**src/logic/noc_alloc_pkg.sv**
```systemverilog
package noc_alloc_pkg;

    // router geometry
    localparam int num_ports = 5;
    localparam int num_vcs   = 4;

    // a port never routes back to itself
    localparam int num_dests = num_ports - 1;

    // one bit per virtual channel
    // used for one-hot vc numbers and for vc masks
    typedef logic [num_vcs-1:0] vc_vec_t;

    // one-hot destination, relative to the sending port
    // for port i: bit k is port k below i, port k+1 otherwise
    typedef logic [num_dests-1:0] dest_vec_t;

    // request seen from one input vc
    typedef struct packed {
        // flit waiting in this vc
        logic      request;
        // packet already owns an output vc
        logic      ovc_assigned;
        // owned output vc still has a free slot
        logic      ovc_not_full;
        // route computed for the head flit
        dest_vec_t dest_port;
        // free output vcs at the destination port
        vc_vec_t   ovc_mask;
    } ivc_req_t;

    // all vcs of one input port
    typedef ivc_req_t [num_vcs-1:0] port_req_t;

    // allocation result for one input port
    typedef struct packed {
        // input vc that won the crossbar
        vc_vec_t   sw_ivc;
        // same vc, only when a new output vc comes with it
        vc_vec_t   ovc_ivc;
        // candidate output vc of the winner
        vc_vec_t   granted_ovc;
        // granted destination, zero on a loss
        dest_vec_t dest_port;
    } port_grant_t;

endpackage

```
**src/logic/rr_arbiter.sv**
```systemverilog
module rr_arbiter #(
    parameter int width = 4
) (
    input  logic             clk,
    input  logic             arst_n,
    input  logic [width-1:0] request,
    input  logic             priority_en,
    output logic [width-1:0] grant
);

    // one-hot position with the highest priority
    logic [width-1:0]   pointer;
    logic [width-1:0]   next_pointer;

    // request vector repeated twice so the search can wrap
    logic [2*width-1:0] double_request;
    logic [2*width-1:0] double_grant;

    assign double_request = {request, request};

    // subtracting the pointer borrows out of the first set bit at or above it
    // masking with the inverted difference keeps only that bit
    assign double_grant = double_request & ~(double_request - {{width{1'b0}}, pointer});

    // fold the upper copy back onto the lower one
    assign grant = double_grant[width-1:0] | double_grant[2*width-1:width];

    // winner drops to lowest priority, its neighbour above gets the top
    assign next_pointer = {grant[width-2:0], grant[width-1]};

    always_ff @(posedge clk or negedge arst_n) begin
        if (!arst_n) begin
            // bit 0 first after reset
            pointer <= {{(width-1){1'b0}}, 1'b1};
        end else if (priority_en && |grant) begin
            pointer <= next_pointer;
        end
    end

endmodule

```
**src/logic/vc_request_stage.sv**
```systemverilog
module vc_request_stage (
    input  logic                    clk,
    input  logic                    arst_n,
    input  noc_alloc_pkg::port_req_t port_req [noc_alloc_pkg::num_ports],
    output noc_alloc_pkg::vc_vec_t  ivc_request [noc_alloc_pkg::num_ports],
    output noc_alloc_pkg::vc_vec_t  candidate_ovc [noc_alloc_pkg::num_ports][noc_alloc_pkg::num_vcs]
);

    import noc_alloc_pkg::*;

    for (genvar p = 0; p < num_ports; p++) begin : g_port
        for (genvar v = 0; v < num_vcs; v++) begin : g_vc

            ivc_req_t req;

            // assigned vc whose output vc still has room
            logic     assigned_ok;

            // unassigned vc with at least one free candidate
            logic     unassigned_ok;

            // candidates offered to this vc's own arbiter
            vc_vec_t  cand_request;

            assign req = port_req[p][v];

            assign assigned_ok   = req.ovc_assigned & req.ovc_not_full;
            assign unassigned_ok = ~req.ovc_assigned & (|req.ovc_mask);

            // back-pressure removes the request entirely
            // so no arbiter downstream sees it or rotates on it
            assign ivc_request[p][v] = req.request & (assigned_ok | unassigned_ok);

            // mask of an assigned vc is stale, keep it out
            assign cand_request = req.ovc_assigned ? '0 : req.ovc_mask;

            // one candidate output vc per input vc
            // rotates on every nonzero pick
            rr_arbiter #(
                .width (noc_alloc_pkg::num_vcs)
            ) u_cand_arb (
                .clk         (clk),
                .arst_n      (arst_n),
                .request     (cand_request),
                .priority_en (1'b1),
                .grant       (candidate_ovc[p][v])
            );

        end
    end

endmodule

```
**src/logic/nonspec_sw_alloc.sv**
```systemverilog
module nonspec_sw_alloc (
    input  logic                     clk,
    input  logic                     arst_n,
    input  noc_alloc_pkg::vc_vec_t   ivc_request [noc_alloc_pkg::num_ports],
    input  noc_alloc_pkg::dest_vec_t dest_port [noc_alloc_pkg::num_ports][noc_alloc_pkg::num_vcs],
    output noc_alloc_pkg::vc_vec_t   first_winner [noc_alloc_pkg::num_ports],
    output noc_alloc_pkg::dest_vec_t granted_dest [noc_alloc_pkg::num_ports]
);

    import noc_alloc_pkg::*;

    // destination of each input port's first-level winner
    dest_vec_t winner_dest [num_ports];

    // second level, indexed by output port
    // bit k names an input port with the same relative rule
    dest_vec_t out_request [num_ports];
    dest_vec_t out_grant [num_ports];

    // one-hot mux of the per-vc routes
    function automatic dest_vec_t select_dest(
        input vc_vec_t   sel,
        input dest_vec_t ivc_dest [num_vcs]
    );
        dest_vec_t result;
        result = '0;
        for (int v = 0; v < num_vcs; v++) begin
            if (sel[v]) begin
                result = result | ivc_dest[v];
            end
        end
        return result;
    endfunction

    for (genvar i = 0; i < num_ports; i++) begin : g_in_port

        // port pointer holds still unless this port wins an output
        logic port_granted;

        assign port_granted = |granted_dest[i];

        // first level, picks one vc per input port
        rr_arbiter #(
            .width (noc_alloc_pkg::num_vcs)
        ) u_in_arb (
            .clk         (clk),
            .arst_n      (arst_n),
            .request     (ivc_request[i]),
            .priority_en (port_granted),
            .grant       (first_winner[i])
        );

        assign winner_dest[i] = select_dest(first_winner[i], dest_port[i]);

    end

    for (genvar o = 0; o < num_ports; o++) begin : g_out_port

        // crossbar between relative numbering on both sides
        for (genvar j = 0; j < num_ports; j++) begin : g_route
            if (j < o) begin : g_below
                // output o seen from input j is relative bit o-1
                assign out_request[o][j]  = winner_dest[j][o-1];
                assign granted_dest[j][o-1] = out_grant[o][j];
            end else if (j > o) begin : g_above
                // input j seen from output o is relative bit j-1
                assign out_request[o][j-1] = winner_dest[j][o];
                assign granted_dest[j][o]  = out_grant[o][j-1];
            end
            // j == o never routes, the port has no path to itself
        end

        // second level, picks one input port per output
        // rotates every time it grants
        rr_arbiter #(
            .width (noc_alloc_pkg::num_dests)
        ) u_out_arb (
            .clk         (clk),
            .arst_n      (arst_n),
            .request     (out_request[o]),
            .priority_en (1'b1),
            .grant       (out_grant[o])
        );

    end

endmodule

```
**src/logic/ovc_grant_map.sv**
```systemverilog
module ovc_grant_map (
    input  noc_alloc_pkg::vc_vec_t      first_winner [noc_alloc_pkg::num_ports],
    input  noc_alloc_pkg::dest_vec_t    granted_dest [noc_alloc_pkg::num_ports],
    input  noc_alloc_pkg::vc_vec_t      candidate_ovc [noc_alloc_pkg::num_ports][noc_alloc_pkg::num_vcs],
    input  noc_alloc_pkg::port_req_t    port_req [noc_alloc_pkg::num_ports],
    output noc_alloc_pkg::port_grant_t  port_grant [noc_alloc_pkg::num_ports],
    output noc_alloc_pkg::vc_vec_t      ovc_allocated [noc_alloc_pkg::num_ports]
);

    import noc_alloc_pkg::*;

    // output vc newly taken by each input port, zero if none
    vc_vec_t new_ovc [num_ports];

    always_comb begin
        vc_vec_t winner_cand;
        logic    winner_assigned;
        logic    port_granted;
        logic    gets_ovc;
        for (int p = 0; p < num_ports; p++) begin
            winner_cand     = '0;
            winner_assigned = 1'b0;

            // pick the winner's candidate and its assignment state
            for (int v = 0; v < num_vcs; v++) begin
                if (first_winner[p][v]) begin
                    winner_cand     = winner_cand | candidate_ovc[p][v];
                    winner_assigned = winner_assigned | port_req[p][v].ovc_assigned;
                end
            end

            port_granted = |granted_dest[p];

            // assigned winners keep their old output vc
            gets_ovc = port_granted & (|winner_cand) & ~winner_assigned;

            port_grant[p].sw_ivc      = port_granted ? first_winner[p] : '0;
            port_grant[p].ovc_ivc     = gets_ovc ? first_winner[p] : '0;
            port_grant[p].granted_ovc = port_granted ? winner_cand : '0;
            port_grant[p].dest_port   = granted_dest[p];

            new_ovc[p] = gets_ovc ? winner_cand : '0;
        end
    end

    // scatter each new output vc to its absolute output port
    always_comb begin
        for (int o = 0; o < num_ports; o++) begin
            ovc_allocated[o] = '0;
            for (int j = 0; j < num_ports; j++) begin
                if (j < o) begin
                    // output o is relative bit o-1 for input j
                    if (granted_dest[j][o-1]) begin
                        ovc_allocated[o] = ovc_allocated[o] | new_ovc[j];
                    end
                end else if (j > o) begin
                    if (granted_dest[j][o]) begin
                        ovc_allocated[o] = ovc_allocated[o] | new_ovc[j];
                    end
                end
            end
        end
    end

endmodule

```
**src/logic/comb_nonspec_allocator.sv**
```systemverilog
module comb_nonspec_allocator (
    input  logic                       clk,
    input  logic                       arst_n,
    input  noc_alloc_pkg::port_req_t   port_req [noc_alloc_pkg::num_ports],
    output noc_alloc_pkg::port_grant_t port_grant [noc_alloc_pkg::num_ports],
    output noc_alloc_pkg::vc_vec_t     ovc_allocated [noc_alloc_pkg::num_ports]
);

    import noc_alloc_pkg::*;

    // qualified per-vc requests, one vector per input port
    vc_vec_t   ivc_request [num_ports];

    // candidate output vc picked for each input vc
    vc_vec_t   candidate_ovc [num_ports][num_vcs];

    // per-vc routes unpacked from the request structs
    dest_vec_t ivc_dest [num_ports][num_vcs];

    // switch allocation results
    vc_vec_t   first_winner [num_ports];
    dest_vec_t granted_dest [num_ports];

    for (genvar p = 0; p < num_ports; p++) begin : g_port
        for (genvar v = 0; v < num_vcs; v++) begin : g_vc
            assign ivc_dest[p][v] = port_req[p][v].dest_port;
        end
    end

    // request qualification and candidate vc selection
    vc_request_stage u_vc_request_stage (
        .clk           (clk),
        .arst_n        (arst_n),
        .port_req      (port_req),
        .ivc_request   (ivc_request),
        .candidate_ovc (candidate_ovc)
    );

    // input port then output port arbitration
    nonspec_sw_alloc u_nonspec_sw_alloc (
        .clk          (clk),
        .arst_n       (arst_n),
        .ivc_request  (ivc_request),
        .dest_port    (ivc_dest),
        .first_winner (first_winner),
        .granted_dest (granted_dest)
    );

    // switch grants become vc grants
    ovc_grant_map u_ovc_grant_map (
        .first_winner  (first_winner),
        .granted_dest  (granted_dest),
        .candidate_ovc (candidate_ovc),
        .port_req      (port_req),
        .port_grant    (port_grant),
        .ovc_allocated (ovc_allocated)
    );

endmodule

```
**config.mk**
```make
export PLATFORM = sky130hd
export DESIGN_NAME = comb_nonspec_allocator
export DESIGN_NICKNAME = d
export VERILOG_FILES = /design/src/logic/noc_alloc_pkg.sv /design/src/logic/rr_arbiter.sv /design/src/logic/vc_request_stage.sv /design/src/logic/nonspec_sw_alloc.sv /design/src/logic/ovc_grant_map.sv /design/src/logic/comb_nonspec_allocator.sv
export SDC_FILE = /design/constraint.sdc
export NUM_CORES = 1
export LEC_CHECK = 0
export BUFFER_PORTS_ARGS = -buffer_cell sky130_fd_sc_hd__buf_2
export CORE_AREA = 4 4 209 211
export DETAILED_ROUTE_END_ITERATION = 10
export DIE_AREA = 0 0 213 215
export PLACE_DENSITY = 0.69
export SETUP_SLACK_MARGIN = 0.5
export SLEW_MARGIN = 20
export SYNTH_ARGS = -nofsm -noshare
export SYNTH_HDL_FRONTEND = slang
export SYNTH_HIERARCHICAL = 1
export SYNTH_SLANG_ARGS = --single-unit
export TNS_END_PERCENT = 50
```
**constraint.sdc**
```tcl
create_clock -name clk -period 13.95 [get_ports clk]
set_clock_uncertainty 0.2 [all_clocks]
set_input_delay 3.4875 -clock clk [delete_from_list [all_inputs] [get_ports clk]]
set_output_delay 3.4875 -clock clk [all_outputs]
set_load 0.03 [all_outputs]
```
-- After elaboration in Yosys (flattened, before gate mapping)
Cells that the tools add are included.
- shift-type cells: 0
- eq/ne operators: 0
- magnitude comparators: 0
- $add $sub $neg: 30
- bitwise operators: 265
- reduce and logical (&&, ||, !) cells: 65
- multiplexer cells: 120
- divide/modulo/power cells: 0
- multiply operators: 0
- operator list (operator ; count):
    2-to-1 mux 4 bit ; 100
    bitwise OR 4 bit ; 75
    bitwise AND 8 bit ; 30
    NOT 8 bit ; 30
    OR reduction 4 bit ; 60
    subtractor 8 x 4 -> 8 bit ; 30
    bitwise AND 1 bit ; 70
    bitwise OR 1 bit ; 35
    NOT 1 bit ; 25
    2-to-1 mux 1 bit ; 20
    logical AND 1 bit ; 5
- latch bits: 0
- memory bits (writable): 0
- output and inout port bits: 100
- memories: 0
- word-level logic and storage cells: 510
- bits in registers: 120
- memory bits (read-only): 0
- bits of input ports: 222

-- Longest topological paths before layout
- depth in word-level cells: 30
- depth in mapped cells: 18

-- Modules after synthesis
The synthesis kept the hierarchy.
- modules (own cells, without submodules) (module ; instances ; cells an instance ; area each (um^2)):
    rr_arbiter ; 30 ; 42 ; 407.9
    ovc_grant_map ; 1 ; 225 ; 1727.9
    vc_request_stage ; 1 ; 141 ; 979.7
    nonspec_sw_alloc ; 1 ; 66 ; 416.6

-- Least setup slack after synthesis
Ideal clock, no wire load.
- kind: input to output
- start: input port_req[167] (netlist bit)
- end: output port_grant[56] (netlist bit)
- data arrival time: 7.994 ns
- slack: 2.268 ns
- path buffers: 0
- cell stages on the path: 16
- cell sequence: or4_1 > o211a_1 > ha_1 > a2111oi_0 > o31a_1 > a22oi_1 > nand2_1 > nor2b_4 > fa_1 > nor2b_1 > nor3_1 > o31a_2 > nor4_2 > nand3b_1 > a41oi_2 > and2_1
- RTL lines (item ; line ; text):
    start: declaration ; comb_nonspec_allocator.sv:4 ; input noc_alloc_pkg::port_req_t port_req [noc_alloc_pkg::num_ports],
    end: declaration ; comb_nonspec_allocator.sv:5 ; output noc_alloc_pkg::port_grant_t port_grant [noc_alloc_pkg::num_ports],

==> impl_metrics.tcl <==
set metrics [dict create \
    maxSlewViolCount 0 \
    cts_resized 0 \
    max_freq_mhz 79.4 \
    post-synth-top-count-cell "nor2b_1" \
    dp_cells 2538 \
    initial_utilization 0.368 \
    die_area_um2 45800 \
    setup.worst_path.start_class "primary input" \
    place_congestion 0.905 \
    cp_num_buf_inv 3 \
    synth_top_flop_cell "dfrtp_1" \
    die_w_um 213 \
    hold_slack_ps 304 \
    die_y_um 215 \
    finalNonFillerCells 2570 \
    vias_per_cell 5.83 \
    finalSetupViolCount 0 \
    leakagePower_uw 0.00850 \
    antenna_cells 0 \
    nNetsFinal 2360 \
    grt_pass1_vias 15200 \
    critPathKind "primary input to output pin" \
    ys_seq_area_frac 0.198 \
    cts_max_path_buffers 2 \
    via_count 15000 \
    syn_area_um2 15400 \
    drtAntennaViolNets 0 \
    grt.overflow.total 0 \
    drt_iter0_drc 983 \
    synth.top_cell.area_share 0.147 \
    antenna_found_initial 0 \
    drtPass1Iterations 5 \
    crit_slowest_cell "nor4_2" \
    post_cts_buffers 0 \
    synthArstFlopShare 1.00 \
    avgRoutedWirePerCell_um 19.6 \
    postCtsHoldBufs 0 \
    path_delay_family "simple AND/OR/NAND/NOR gates" \
    io_buffers 321 \
    worst_pin_slew_ps 944 \
    finalWirelength_um 50500 \
    required_ps 10260 \
    crit_arrival_ps 8910 \
    finalCriticalPeriod_ps 12600 \
    finalCritPeriodShare 0.903 \
    area.growth.synth_to_final_pct 18.2 \
    hold_violations 0 \
    synth_edf_count 0 \
    critPathCaptureType "output pin" \
    dpl.hpwl_um 41500 \
    ir_drop_mv 0.137 \
    cts_tree "done" \
    ys_ff_latch 120 \
    cts_root_buf "clkbuf_16" \
    insertion_delay_ps 430 \
    num_rows 75 \
    ys_types 52 \
    io_pins 322 \
    tns_ps 0 \
    synth.largest_area_cell "dfrtp_1" \
    p_total_uw 4410 \
    track_usage 0.212 \
    power.density_nw_per_um2 243 \
    cts.sinks 120 \
    hold_path.class "flop to flop" \
    drc 0 \
    synthCells 1692 \
    grt_max_degree 69 \
    cts_buffers 17 \
    drive_gt1_frac 0.296 \
    cap_violations 0 \
    grt_pass1_wl_um 79200 \
    synth.area.top_cells "dfrtp_1, ha_1, nor2b_1, mux2i_1, dfstp_2" \
    yosysWarnings 6 \
    core-area_um2 41800 \
    avgSynthCellArea_um2 9.08 \
    status "complete, no violations" \
    htree_levels 4 \
    slowest_delay_ps 820 \
    slew_headroom 0.371 \
    rsz0062_at_grt "no" \
    synthTopCellsByCount "nor2b_1, inv_1, nor2_1" \
    path_max_fanout 15 \
    cts.clk_slew.worst_paths_ps 60 \
    crit_path_cell_trace "buf_2 > or4_1 > o211a_1 > ha_1 > a2111oi_0 > o31a_1 > a22oi_1 > nand2_1 > inv_1 > fa_1 > nor2b_1 > o31a_1 > nor4_2 > nand3b_1 > a41oi_1 > and2_1 > buf_2" \
]
cell type report:
cell class                 instances  area, um^2
fill                            4045       23600
multi-input combinational       1385       11500
sequential                       120        3040
timing repair buffer             334        1710
tap                              539         674
inverter                         160         601
clock buffer                      18         429
clock inverter                    14         150
cell usage in the layout, fill, tap and decap left out, drive strengths merged, types with 19 or more instances in the layout:
| cell type | netlist | final |
|---|---|---|
| o22ai | 19 | 19 |
| nor4 | 35 | 35 |
| conb | 2 | 25 |
| ha | 90 | 90 |
| nor2 | 108 | 108 |
| nand2b | 20 | 20 |
| nor3 | 31 | 31 |
| or3b | 30 | 30 |
| fa | 30 | 30 |
| mux2i | 90 | 90 |
| a21oi | 34 | 34 |
| or4 | 25 | 25 |
| and3 | 36 | 36 |
| dfstp | 30 | 30 |
| o41ai | 30 | 30 |
| a22oi | 58 | 58 |
| a22o | 47 | 47 |
| buf | 50 | 334 |
| a2111oi | 30 | 30 |
| dfrtp | 90 | 90 |
| o21ai | 60 | 60 |
| o31a | 60 | 60 |
| inv | 160 | 163 |
| nand2 | 85 | 85 |
| a31oi | 30 | 30 |
| nor2b | 190 | 190 |
| a31o | 30 | 30 |
| and2 | 25 | 25 |
| o31ai | 90 | 90 |
| o211a | 20 | 20 |
sequential cells by signal, summed over array words and instances (netlist names):
| name | cells |
|---|---|
| u_nonspec_sw_alloc/g_out_port.u_out_arb/pointer | 20 |
| u_nonspec_sw_alloc/g_in_port.u_in_arb/pointer | 20 |
| u_vc_request_stage/g_port.g_vc.u_cand_arb/pointer | 80 |
where the power goes:
| part | internal (uW) | switching (uW) | leakage, uW |
|---|---|---|---|
| clock network | 264 | 180 | 0.000277 |
| logic | 1220 | 2070 | 0.00688 |
| registers | 551 | 127 | 0.00134 |
| total | 2030 | 2370 | 0.00850 |
routing by layer:
metal / vias to the layer above / routed length [um] / global-route usage / part of all wire
li1: 7106 / - / - / -
met1: 7271 / 21700 / 0.275 / 0.43
met2: 522 / 23300 / 0.345 / 0.46
met3: 86 / 3280 / 0.0368 / 0.065
met4: 0 / 2210 / 0.0930 / 0.044
met5: - / 0 / 0 / 0
worst paths after layout:
kind	start	endpoint	slack, ps	cells past startpoint
setup / recovery	port_req[123]	port_grant[24]	1350	17
hold / removal	flop	flop	300	2
setup reg to reg	flop	flop	8980	14
hold reg to reg	flop	flop	300	2
max in group asynchronous	arst_n	asynchronous set/reset pin	9260	2
min in group asynchronous	arst_n	asynchronous set/reset pin	3000	1
logic make-up (layout without fill, tap and decap cells):
group           after synthesis  count (layout)  synth area share
simple gates                601             601             0.244
compound gates              549             549             0.330
buf+inv                     210             526            0.0562
fa+ha+maj                   120             120             0.112
flops                       120             120             0.198
mux                          90              90            0.0586
other cells                   2              25          0.000489
through the flow:
step                cell area, um^2  setup slack (ps)  utilization
finish                        18200              1350        0.435
global route                  18200               993        0.435
CTS                           18100              1340        0.435
detailed placement            17600              1340        0.421
global placement              17600              1590        0.421
floorplan                     15400              2270            -
tightest hold or removal path: stages (launching register included):
cell and delay, ps:
dfrtp_1 340, mux2i_1 70, o31ai_1 60
(Power assumes the default switching activity.)
